### src/include/cpri_config.svh
`ifndef CPRI_CONFIG_SVH
`define CPRI_CONFIG_SVH

////////////////////////////////////////////////////////////////////////////
// cpu port and message word
////////////////////////////////////////////////////////////////////////////

// message word width, one hdlc frame carries exactly one word
`define CPRI_DATA_W 32
// register address width seen on the cpu port
`define CPRI_ADR_W 14

// entries per message fifo
`define CPRI_FIFO_DEPTH 8
// round trip delay measurement width
`define CPRI_DELAY_W 16

////////////////////////////////////////////////////////////////////////////
// hdlc line constants
////////////////////////////////////////////////////////////////////////////

// opening and closing flag octet
`define HDLC_FLAG 8'h7E
// ones in a row before the transmitter stuffs a zero
`define HDLC_STUFF_RUN 5

`endif

### src/hdl/cpri_pkg.sv
`default_nettype none

`include "cpri_config.svh"

package cpri_pkg;

   // register map of the cpu port, anything else reads zero
   typedef enum logic [`CPRI_ADR_W-1:0] {
      REG_CTRL        = `CPRI_ADR_W'd0,
      REG_SCRATCH     = `CPRI_ADR_W'd1,
      REG_TX_DATA     = `CPRI_ADR_W'd2,
      REG_RX_DATA     = `CPRI_ADR_W'd3,
      REG_STATUS      = `CPRI_ADR_W'd4,
      REG_ROUND_DELAY = `CPRI_ADR_W'd5
   } reg_addr_e;

   // one message word, also the cpu data bus width
   typedef logic [`CPRI_DATA_W-1:0] hdlc_word_t;

   // round trip delay in clock cycles
   typedef logic [`CPRI_DELAY_W-1:0] delay_t;

   // fifo occupancy, needs one value above the depth
   typedef logic [$clog2(`CPRI_FIFO_DEPTH+1)-1:0] fifo_cnt_t;

   // receive fifo entry, word plus the delay measured for it
   typedef struct packed {
      hdlc_word_t word;
      delay_t     delay;
   } rx_entry_t;

   // status register layout, busy flag in bit 0
   typedef struct packed {
      logic [`CPRI_DATA_W-2*$bits(fifo_cnt_t)-2:0] rsvd;
      fifo_cnt_t                                   tx_count;
      fifo_cnt_t                                   rx_count;
      logic                                        tx_busy;
   } status_t;

endpackage

`default_nettype wire

### src/hdl/cpri_ctrl_top.sv
`default_nettype none

module cpri_ctrl_top (
   input  wire logic                 clk,
   input  wire logic                 rst,
   input  wire cpri_pkg::reg_addr_e  adr,
   input  wire cpri_pkg::hdlc_word_t dout,
   input  wire logic                 en_wr,
   input  wire logic                 en_rd,
   output logic                      ack,
   output cpri_pkg::hdlc_word_t      din,
   output logic                      hdlc_txd,
   input  wire logic                 hdlc_rxd
);
   import cpri_pkg::*;

   // transmit queue
   logic       tx_push;
   logic       tx_pop;
   logic       tx_full;
   logic       tx_empty;
   hdlc_word_t tx_word;
   hdlc_word_t tx_head;
   fifo_cnt_t  tx_count;

   // receive queue
   logic       rx_pop;
   logic       rx_empty;
   rx_entry_t  rx_entry_in;
   rx_entry_t  rx_head;
   fifo_cnt_t  rx_count;

   // hdlc engine
   logic       hdlc_en;
   logic       tx_start;
   logic       tx_busy;
   logic       word_done;
   hdlc_word_t rx_word;
   delay_t     delay;

   // received word travels with its measured delay
   assign rx_entry_in = '{word: rx_word, delay: delay};

   cpri_regs u_regs (
      .clk       (clk),
      .rst       (rst),
      .adr       (adr),
      .dout      (dout),
      .en_wr     (en_wr),
      .en_rd     (en_rd),
      .ack       (ack),
      .din       (din),
      .tx_push   (tx_push),
      .tx_word   (tx_word),
      .tx_full   (tx_full),
      .tx_count  (tx_count),
      .rx_pop    (rx_pop),
      .rx_entry  (rx_head),
      .rx_empty  (rx_empty),
      .rx_count  (rx_count),
      .hdlc_en   (hdlc_en),
      .tx_start  (tx_start),
      .tx_busy   (tx_busy),
      .word_done (word_done),
      .delay     (delay)
   );

   msg_fifo #(.payload_t(hdlc_word_t)) u_tx_fifo (
      .clk       (clk),
      .rst       (rst),
      .push      (tx_push),
      .push_data (tx_word),
      .pop       (tx_pop),
      .pop_data  (tx_head),
      .full      (tx_full),
      .empty     (tx_empty),
      .count     (tx_count)
   );

   // full is left open, overflow is caught by the fifo assertion
   msg_fifo #(.payload_t(rx_entry_t)) u_rx_fifo (
      .clk       (clk),
      .rst       (rst),
      .push      (word_done),
      .push_data (rx_entry_in),
      .pop       (rx_pop),
      .pop_data  (rx_head),
      .full      (),
      .empty     (rx_empty),
      .count     (rx_count)
   );

   hdlc_tx u_hdlc_tx (
      .clk      (clk),
      .rst      (rst),
      .hdlc_en  (hdlc_en),
      .tx_word  (tx_head),
      .tx_empty (tx_empty),
      .tx_pop   (tx_pop),
      .tx_start (tx_start),
      .tx_busy  (tx_busy),
      .hdlc_txd (hdlc_txd)
   );

   hdlc_rx u_hdlc_rx (
      .clk       (clk),
      .rst       (rst),
      .hdlc_rxd  (hdlc_rxd),
      .word_done (word_done),
      .rx_word   (rx_word)
   );

endmodule

`default_nettype wire

### src/hdl/cpri_regs.sv
`default_nettype none

module cpri_regs (
   input  wire logic                 clk,
   input  wire logic                 rst,
   input  wire cpri_pkg::reg_addr_e  adr,
   input  wire cpri_pkg::hdlc_word_t dout,
   input  wire logic                 en_wr,
   input  wire logic                 en_rd,
   output logic                      ack,
   output cpri_pkg::hdlc_word_t      din,
   output logic                      tx_push,
   output cpri_pkg::hdlc_word_t      tx_word,
   input  wire logic                 tx_full,
   input  wire cpri_pkg::fifo_cnt_t  tx_count,
   output logic                      rx_pop,
   input  wire cpri_pkg::rx_entry_t  rx_entry,
   input  wire logic                 rx_empty,
   input  wire cpri_pkg::fifo_cnt_t  rx_count,
   output logic                      hdlc_en,
   input  wire logic                 tx_start,
   input  wire logic                 tx_busy,
   input  wire logic                 word_done,
   output cpri_pkg::delay_t          delay
);
   import cpri_pkg::*;

   // idle waits for a request, done holds ack low until the enable drops
   typedef enum logic {S_IDLE, S_DONE} bus_state_e;

   bus_state_e state;
   hdlc_word_t ctrl_q;
   hdlc_word_t scratch_q;
   hdlc_word_t rd_data;
   delay_t     round_delay;
   status_t    status;
   logic       req;
   logic       stall;
   logic       access;
   logic       timer_run;

   ////////////////////////////////////////////////////////////////////////////
   // handshake
   ////////////////////////////////////////////////////////////////////////////

   assign req = en_wr | en_rd;
   // full tx fifo or empty rx fifo keeps the request pending with ack high
   assign stall  = (en_wr && adr == REG_TX_DATA && tx_full) ||
                   (en_rd && adr == REG_RX_DATA && rx_empty);
   assign access = (state == S_IDLE) && req && !stall;
   assign ack    = state == S_IDLE;

   always_ff @(posedge clk)
   begin
      if (rst)
         state <= S_IDLE;
      else if (state == S_IDLE && access)
         state <= S_DONE;
      else if (state == S_DONE && !req)
         state <= S_IDLE;
   end

   // fifo side effects happen in the single access cycle
   assign tx_push = access && en_wr && adr == REG_TX_DATA;
   assign tx_word = dout;
   assign rx_pop  = access && en_rd && adr == REG_RX_DATA;
   assign hdlc_en = ctrl_q[0];

   ////////////////////////////////////////////////////////////////////////////
   // register file
   ////////////////////////////////////////////////////////////////////////////

   always_ff @(posedge clk)
   begin
      if (rst)
      begin
         ctrl_q      <= '0;
         scratch_q   <= '0;
         round_delay <= '0;
      end
      else
      begin
         if (access && en_wr && adr == REG_CTRL)
            ctrl_q <= dout;
         if (access && en_wr && adr == REG_SCRATCH)
            scratch_q <= dout;
         // delay of the word that leaves the rx fifo
         if (rx_pop)
            round_delay <= rx_entry.delay;
      end
   end

   always_comb
   begin
      status          = '0;
      status.tx_count = tx_count;
      status.rx_count = rx_count;
      status.tx_busy  = tx_busy;
   end

   // read mux, unmapped and write-only addresses give zero
   always_comb
   begin
      case (adr)
         REG_CTRL:        rd_data = ctrl_q;
         REG_SCRATCH:     rd_data = scratch_q;
         REG_RX_DATA:     rd_data = rx_entry.word;
         REG_STATUS:      rd_data = hdlc_word_t'(status);
         REG_ROUND_DELAY: rd_data = hdlc_word_t'(round_delay);
         default:         rd_data = '0;
      endcase
   end

   // read data stays put while ack is low
   always_ff @(posedge clk)
   begin
      if (access && en_rd)
         din <= rd_data;
   end

   ////////////////////////////////////////////////////////////////////////////
   // round trip timer
   ////////////////////////////////////////////////////////////////////////////

   // starts at one with the frame, delay is sampled by the rx fifo on word_done
   always_ff @(posedge clk)
   begin
      if (rst)
      begin
         delay     <= '0;
         timer_run <= 1'b0;
      end
      else if (tx_start)
      begin
         delay     <= delay_t'(1);
         timer_run <= 1'b1;
      end
      else
      begin
         if (word_done)
            timer_run <= 1'b0;
         // saturate rather than wrap on a lost frame
         if (timer_run && delay != '1)
            delay <= delay + 1'b1;
      end
   end

   a_one_enable : assert property (@(posedge clk) disable iff (rst) !(en_wr && en_rd));

endmodule

`default_nettype wire

### src/hdl/hdlc_rx.sv
`default_nettype none

`include "cpri_config.svh"

module hdlc_rx (
   input  wire logic            clk,
   input  wire logic            rst,
   input  wire logic            hdlc_rxd,
   output logic                 word_done,
   output cpri_pkg::hdlc_word_t rx_word
);

   localparam logic [7:0] FLAG   = `HDLC_FLAG;
   localparam int         RUN    = `HDLC_STUFF_RUN;
   localparam int         DATA_W = `CPRI_DATA_W;
   // the closing flag leaves its leading zero and five ones in the assembler
   localparam int         ASM_W  = DATA_W + RUN + 1;
   localparam int         CNT_W  = $clog2(ASM_W + 1);

   typedef enum logic {S_HUNT, S_FRAME} rx_state_e;

   rx_state_e        state;
   logic [7:0]       window;
   logic [7:0]       window_nxt;
   logic [2:0]       ones;
   logic [CNT_W-1:0] bit_cnt;
   logic [ASM_W-1:0] asm_q;
   logic             flag_seen;
   logic             drop_bit;
   logic             word_ok;

   // newest line bit enters at the top of the window
   assign window_nxt = {hdlc_rxd, window[7:1]};
   assign flag_seen  = window_nxt == FLAG;
   // after a full run the bit is stuffing, a sixth one or a flag end
   assign drop_bit   = ones >= RUN;
   assign word_ok    = flag_seen && (state == S_FRAME) && bit_cnt == ASM_W;

   // data assembly of payload bits only
   always_ff @(posedge clk)
   begin
      if (state == S_FRAME && !flag_seen && !drop_bit)
         asm_q <= {hdlc_rxd, asm_q[ASM_W-1:1]};
      if (word_ok)
         rx_word <= asm_q[DATA_W-1:0];
   end

   ////////////////////////////////////////////////////////////////////////////
   // flag hunt and frame tracking
   ////////////////////////////////////////////////////////////////////////////

   always_ff @(posedge clk)
   begin
      if (rst)
      begin
         state     <= S_HUNT;
         window    <= '1;
         ones      <= '0;
         bit_cnt   <= '0;
         word_done <= 1'b0;
      end
      else
      begin
         window    <= window_nxt;
         word_done <= word_ok;
         if (flag_seen)
         begin
            // every flag may also open the next frame
            state   <= S_FRAME;
            ones    <= '0;
            bit_cnt <= '0;
         end
         else if (state == S_FRAME)
         begin
            // seventh one in a row is an abort or an idle line
            if (hdlc_rxd && ones == RUN + 1)
               state <= S_HUNT;
            ones <= hdlc_rxd ? ones + 1'b1 : '0;
            // saturate so a long garbage frame never wraps back to a match
            if (!drop_bit && bit_cnt != '1)
               bit_cnt <= bit_cnt + 1'b1;
         end
      end
   end

   // 32 data bits end right where the closing flag remnant begins
   a_word_len : assert property (@(posedge clk) disable iff (rst)
      word_done |-> $past(asm_q[ASM_W-1:DATA_W]) == {{RUN{1'b1}}, 1'b0});

endmodule

`default_nettype wire

### src/hdl/hdlc_tx.sv
`default_nettype none

`include "cpri_config.svh"

module hdlc_tx (
   input  wire logic                 clk,
   input  wire logic                 rst,
   input  wire logic                 hdlc_en,
   input  wire cpri_pkg::hdlc_word_t tx_word,
   input  wire logic                 tx_empty,
   output logic                      tx_pop,
   output logic                      tx_start,
   output logic                      tx_busy,
   output logic                      hdlc_txd
);
   import cpri_pkg::*;

   localparam logic [7:0] FLAG   = `HDLC_FLAG;
   localparam int         RUN    = `HDLC_STUFF_RUN;
   localparam int         DATA_W = `CPRI_DATA_W;
   localparam int         CNT_W  = $clog2(DATA_W + 1);

   typedef enum logic [1:0] {S_IDLE, S_OPEN, S_DATA, S_CLOSE} tx_state_e;

   tx_state_e        state;
   logic [CNT_W-1:0] bit_cnt;
   logic [2:0]       ones;
   hdlc_word_t       shreg;
   logic             launch;
   logic             stuff;
   logic             send_data;

   // start only from idle, so the current frame finishes when hdlc_en clears
   assign launch    = (state == S_IDLE) && hdlc_en && !tx_empty;
   assign tx_pop    = launch;
   assign tx_start  = launch;
   assign tx_busy   = state != S_IDLE;
   // stuffing also covers a run that ends the word, before the closing flag
   assign stuff     = ones == RUN;
   assign send_data = (state == S_DATA) && !stuff && bit_cnt != DATA_W;

   // word goes out lsb first
   always_ff @(posedge clk)
   begin
      if (launch)
         shreg <= tx_word;
      else if (send_data)
         shreg <= shreg >> 1;
   end

   ////////////////////////////////////////////////////////////////////////////
   // line sequencer, one bit per clock on a registered output
   ////////////////////////////////////////////////////////////////////////////

   always_ff @(posedge clk)
   begin
      if (rst)
      begin
         state    <= S_IDLE;
         bit_cnt  <= '0;
         ones     <= '0;
         hdlc_txd <= 1'b1;
      end
      else
      begin
         case (state)
            S_IDLE:
            begin
               hdlc_txd <= launch ? FLAG[0] : 1'b1;
               if (launch)
               begin
                  bit_cnt <= CNT_W'(1);
                  ones    <= '0;
                  state   <= S_OPEN;
               end
            end
            S_OPEN:
            begin
               hdlc_txd <= FLAG[bit_cnt[2:0]];
               bit_cnt  <= (bit_cnt == 7) ? '0 : bit_cnt + 1'b1;
               if (bit_cnt == 7)
                  state <= S_DATA;
            end
            S_DATA:
            begin
               if (stuff)
               begin
                  hdlc_txd <= 1'b0;
                  ones     <= '0;
               end
               else if (bit_cnt == DATA_W)
               begin
                  hdlc_txd <= FLAG[0];
                  bit_cnt  <= CNT_W'(1);
                  state    <= S_CLOSE;
               end
               else
               begin
                  hdlc_txd <= shreg[0];
                  ones     <= shreg[0] ? ones + 1'b1 : '0;
                  bit_cnt  <= bit_cnt + 1'b1;
               end
            end
            S_CLOSE:
            begin
               // one idle bit after the flag keeps the delay sample clean
               hdlc_txd <= (bit_cnt == 8) ? 1'b1 : FLAG[bit_cnt[2:0]];
               bit_cnt  <= (bit_cnt == 8) ? '0 : bit_cnt + 1'b1;
               if (bit_cnt == 8)
                  state <= S_IDLE;
            end
            default:
               state <= S_IDLE;
         endcase
      end
   end

endmodule

`default_nettype wire

### src/hdl/msg_fifo.sv
`default_nettype none

`include "cpri_config.svh"

module msg_fifo #(
   parameter type payload_t = cpri_pkg::hdlc_word_t
) (
   input  wire logic           clk,
   input  wire logic           rst,
   input  wire logic           push,
   input  wire payload_t       push_data,
   input  wire logic           pop,
   output payload_t            pop_data,
   output logic                full,
   output logic                empty,
   output cpri_pkg::fifo_cnt_t count
);

   localparam int DEPTH = `CPRI_FIFO_DEPTH;
   localparam int PTR_W = (DEPTH > 1) ? $clog2(DEPTH) : 1;

   // circular storage, no reset on the payload
   payload_t         mem [DEPTH];
   logic [PTR_W-1:0] wr_ptr;
   logic [PTR_W-1:0] rd_ptr;

   // head entry shows whenever not empty
   assign pop_data = mem[rd_ptr];
   assign full     = count == DEPTH;
   assign empty    = count == '0;

   always_ff @(posedge clk)
   begin
      if (push)
         mem[wr_ptr] <= push_data;
   end

   // pointers wrap at the last slot, count follows push and pop
   always_ff @(posedge clk)
   begin
      if (rst)
      begin
         wr_ptr <= '0;
         rd_ptr <= '0;
         count  <= '0;
      end
      else
      begin
         if (push)
            wr_ptr <= (wr_ptr == PTR_W'(DEPTH - 1)) ? '0 : wr_ptr + 1'b1;
         if (pop)
            rd_ptr <= (rd_ptr == PTR_W'(DEPTH - 1)) ? '0 : rd_ptr + 1'b1;
         case ({push, pop})
            2'b10:   count <= count + 1'b1;
            2'b01:   count <= count - 1'b1;
            default: count <= count;
         endcase
      end
   end

   // writers and readers must honour the flags
   a_no_overflow : assert property (@(posedge clk) disable iff (rst) !(push && full));
   a_no_underflow : assert property (@(posedge clk) disable iff (rst) !(pop && empty));

endmodule

`default_nettype wire

### config.mk
export PLATFORM = sky130hd
export DESIGN_NAME = cpri_ctrl_top
export DESIGN_NICKNAME = d
export VERILOG_FILES = /design/src/hdl/cpri_pkg.sv /design/src/hdl/cpri_ctrl_top.sv /design/src/hdl/cpri_regs.sv /design/src/hdl/hdlc_rx.sv /design/src/hdl/hdlc_tx.sv /design/src/hdl/msg_fifo.sv
export VERILOG_INCLUDE_DIRS = /design/src /design/src/include
export SDC_FILE = /design/constraint.sdc
export NUM_CORES = 1
export LEC_CHECK = 0
export BUFFER_PORTS_ARGS = -buffer_cell sky130_fd_sc_hd__buf_2
export CELL_PAD_IN_SITES_DETAIL_PLACEMENT = 1
export CELL_PAD_IN_SITES_GLOBAL_PLACEMENT = 1
export CORE_ASPECT_RATIO = 1.5
export CORE_MARGIN = 5
export CORE_UTILIZATION = 45
export DETAILED_ROUTE_END_ITERATION = 10
export PLACE_DENSITY = 0.76
export SLEW_MARGIN = 20
export SYNTH_ARGS = -nofsm -noshare
export SYNTH_HDL_FRONTEND = slang
export SYNTH_SLANG_ARGS = --single-unit
### constraint.sdc
create_clock -name clk -period 8.7 [get_ports clk]
set_input_delay 0 -clock clk [delete_from_list [all_inputs] [get_ports clk]]
set_output_delay 0 -clock clk [all_outputs]
set_load 0.03 [all_outputs]
==> impl_metrics.py <==
metrics = {
    "status": {
        "status": "finished clean",
    },
    "floorplan": {
        "core.rowCount": 126,
        "core_area_um2": 78500,
        "initial_core_util_pct": 45.2,
        "io_pins": 85,
        "fp.dieH_um": 354,
        "dieArea_um2": 84700,
        "fp.dieW_um": 239,
    },
    "power": {
        "p_int_w": 0.00685,
        "pwr-share-comb_pct": 1.7,
        "power.leakage_nw": 12.6,
        "pwr-share-seq_pct": 55.9,
        "p_per_area_nw_per_um2": 213,
        "ir_drop_uv": 140,
        "power.switching_w": 0.00172,
        "pwr-share-clk_pct": 42.4,
        "swShare_pct": 20.0,
    },
    "synthesis": {
        "syn-num-nets": 2073,
        "yosysSeqAreaShare_pct": 74.3,
        "synth_edf_count": 774,
        "syn_area_um2": 35500,
        "syn_avg_cell_area_um2": 17.8,
        "synth_cell_types": 71,
        "yosysWarnings": 0,
        "synthCells": 1994,
        "synth_top_flop_cell": "edfxtp_1",
        "synth-seq-cells": 929,
        "synthArstFlopShare_pct": 0,
    },
    "placed_design": {
        "dp_hpwl_um": 48600,
        "gp_congestion": 0.780,
        "port_buffers": 84,
        "post-place-ws_ns": 5.20,
    },
    "drt": {
        "wl_per_cell_um": 25.4,
        "drc_errors": 0,
        "dr.pass1.iters": 6,
        "antenna_left": 0,
        "wirelength_um": 81800,
        "num_vias": 18600,
        "drt-initial-drc-count": 1323,
        "vias_per_cell": 5.76,
    },
    "clock_network": {
        "clk_latency_ns": 0.65,
        "cts_buffer_depth": 3,
        "cts_inserted_buffers": 82,
        "clock-root-buffer": "clkbuf_16",
        "ctsResizeCount": 0,
        "cts.sinks": 929,
        "clk_pin_slew_ns": 0.06,
        "cts_tree": "yes",
        "cts-htree-levels": 3,
    },
    "global_route": {
        "globalRouteOverflowTotal": 0,
        "grt_pass1_wl_um": 125000,
        "grt_max_degree": 73,
        "grt_pass1_vias": 20500,
        "grt_antenna_before_repair": 4,
        "grtUsageTotal_pct": 19.3,
    },
    "worst_hold_path": {
        "hp-class": "in -> reg",
        "worstHoldStart": "adr[6]",
    },
    "critical_path": {
        "crit_family": "buffers and inverters",
        "arrival_ns": 3.54,
        "cp-start-kind": "flop",
        "cp.required_ns": 9.09,
        "worstSetupPathType": "reg -> reg",
        "crit_end": "u_regs.din[30]",
        "path_max_fanout": 46,
        "rrSetupSlack_ns": 5.56,
        "worstPathCellList": "buf_16 > buf_4 > mux4_2 > mux2i_1 > nor2_1 > a221o_1",
        "cp_slowest_cell": "buf_4",
        "worst-path-buf-inv": 2,
        "critPathMaxStageDelay_ns": 0.79,
        "r2r-end": "u_regs.din[30]",
        "endpoint_kind": "flop",
        "worst-path-stages": 6,
        "worst-r2r-cell-count": 6,
    },
    "timing": {
        "skew_ns": 0.0271,
        "tightestPinTransition_ns": 0.995,
        "finalCritPeriodShare_pct": 36.1,
        "finalSetupTns_ns": 0,
        "finalSetupViolCount": 0,
        "maxSlewViolCount": 0,
        "holdWs_ns": 0.0719,
        "fmax_mhz": 318,
        "rsz0062_at_grt": "no",
        "finalHoldViolations": 0,
        "slew_headroom_pct": 33.7,
        "setup_slack_ns": 5.56,
        "period_minus_slack_ns": 3.14,
    },
    "finish": {
        "fin_nets": 2209,
        "area_delta_synth_final_pct": 13.4,
        "final.fill_count": 7240,
        "multi_input_area_um2": 8760,
        "layout-drive-gt1-share_pct": 20.5,
        "sequential_cell_area_um2": 26400,
    },
    "flow_run": {
        "maxCapViolCount": 0,
    },
}
## cell usage in the layout, fill, tap and decap left out, types with 5 or more instances in the layout
cell type,count
a211oi_1,18
a21oi_1,64
a222oi_1,9
a22oi_1,23
and3_1,6
buf_2,83
buf_4,35
bufinv_16,6
clkbuf_1,17
clkbuf_16,83
clkbuf_8,9
clkinv_1,14
clkinv_2,11
dfxtp_1,149
dlygate4sd3_1,36
edfxtp_1,774
ha_1,28
inv_1,19
inv_6,5
mux2i_1,120
mux4_2,160
nand2_1,145
nand2b_1,6
nand3_1,19
nand4_1,11
nor2_1,102
nor2_4,8
nor2b_1,5
nor3_1,11
nor3_2,5
o211ai_1,22
o21ai_0,65
or2_2,8
or3_1,9
xor2_1,21
## cells in the mapped netlist (3+ instances only)
cell type    n  share of area, %
a21oi_1     64              0.90
and4_1       4             0.099
buf_1        6             0.063
nor2b_1      5             0.088
xor2_1      21              0.52
dfxtp_1    155               8.7
a2111oi_0    3             0.074
nand4_1     11              0.19
nor2_1     112               1.2
a222oi_1     9              0.25
nor4_1       4             0.071
or2_2        8              0.14
mux2i_1    120               3.4
nand2b_1     6              0.11
buf_2       22              0.31
a41oi_1      3             0.074
clkbuf_1    71              0.75
a211oi_1    18              0.38
nor4b_1      3             0.074
inv_1       19              0.20
edfxtp_1   774                66
or3_1        9              0.16
a22oi_1     23              0.49
and3_1       7              0.12
mux4_2     160                10
and2_1       4             0.071
ha_1        28              0.99
nand2_1    145               1.5
nand3_1     19              0.27
buf_4        3             0.063
nor3_1      16              0.23
xnor2_1      3             0.074
nor3b_1      6              0.13
nand3b_1     4             0.085
o211ai_1    22              0.47
a31oi_1      3             0.053
o21ai_0     66              0.93
## final cells by class
type	count	share of cell area, %
Timing Repair Buffer	155	2.65
Sequential cell	929	65.5
Inverter	20	0.187
Clock buffer	110	5.65
Tap cell	1024	3.18
Antenna cell	3	0.0187
Multi-Input combinational cell	942	21.8
Clock inverter	42	1.03
## cell families after synthesis
family | count (synthesis) | share of synthesized area (%)
buffers and inverters | 123 | 1.43
flip-flops | 929 | 74.3
XOR/XNOR | 24 | 0.593
AND/OR/NAND/NOR | 377 | 4.97
adder cells (fa/ha/maj) | 28 | 0.988
AO/OA/AOI/OAI | 232 | 4.18
multiplexers | 281 | 13.6
## state kept, by name, summed over array words and instances, names as in the netlist, 6 cells and up, named ones only
register	count
u_hdlc_rx.rx_word	32
u_hdlc_tx.bit_cnt	6
u_regs.delay	16
u_regs.ctrl_q	32
u_hdlc_rx.asm_q	38
u_regs.din	32
u_rx_fifo.mem	384
u_regs.round_delay	16
u_regs.scratch_q	32
u_hdlc_rx.window	7
u_hdlc_tx.shreg	32
u_tx_fifo.mem	256
u_hdlc_rx.bit_cnt	6
## worst register-to-register path, cell delays in order (launching register included)
cell,delay [ns]
dfxtp_4,0.57
buf_16,0.33
buf_4,0.82
mux4_2,0.63
mux2i_1,0.18
nor2_1,0.07
a221o_1,0.30
## routing by layer
| layer | part of all wire [%] | GRT usage, % | up-vias |
|---|---|---|---|
| met5 | 0.0086 | 0 | - |
| met1 | 38 | 23.3 | 9831 |
| met4 | 2.0 | 5.15 | 2 |
| met3 | 4.9 | 2.80 | 111 |
| met2 | 55 | 35.9 | 488 |
| li1 | - | - | 8132 |
## power by group through the flow
stage	clock network, W	registers, W	logic (W)
2_1_floorplan	0	0.00490	0.0000497
3_3_place_gp	0	0.00489	0.000120
3_5_place_dp	0	0.00489	0.000126
4_1_cts	0.00371	0.00479	0.000141
5_1_grt	0.00393	0.00479	0.000153
6_report	0.00363	0.00479	0.000142
## how the worst min path moves through the flow
stage,to,slack (ns),depth (start not counted)
after floorplan,u_hdlc_rx.asm_q[37],0.1,0
after global placement,u_tx_fifo.mem[2][16],0.29,1
after detailed placement,u_hdlc_rx.asm_q[37],0.29,1
after CTS,u_regs.state,0.03,4
after global routing,u_regs.state,0.1,4
final,u_regs.scratch_q[0],0.07,6
## through the flow
step,total power (W),instances,area [um^2],util [%]
2_1_floorplan,0.00495,1994,35500,-
4_1_cts,0.00864,3221,40200,51.2
3_3_place_gp,0.00501,3033,37200,47.3
3_5_place_dp,0.00501,3033,37200,47.3
5_1_grt,0.00887,3224,40200,51.2
6_report,0.00857,3225,40200,51.3
## repair_timing
action,CTS,global route
buffers inserted,0,0
hold buffers,36,0
setup endpoints to repair,0,0
hold endpoints to repair,361,0
No activity file was read; power rests on OpenSTA's default activity.
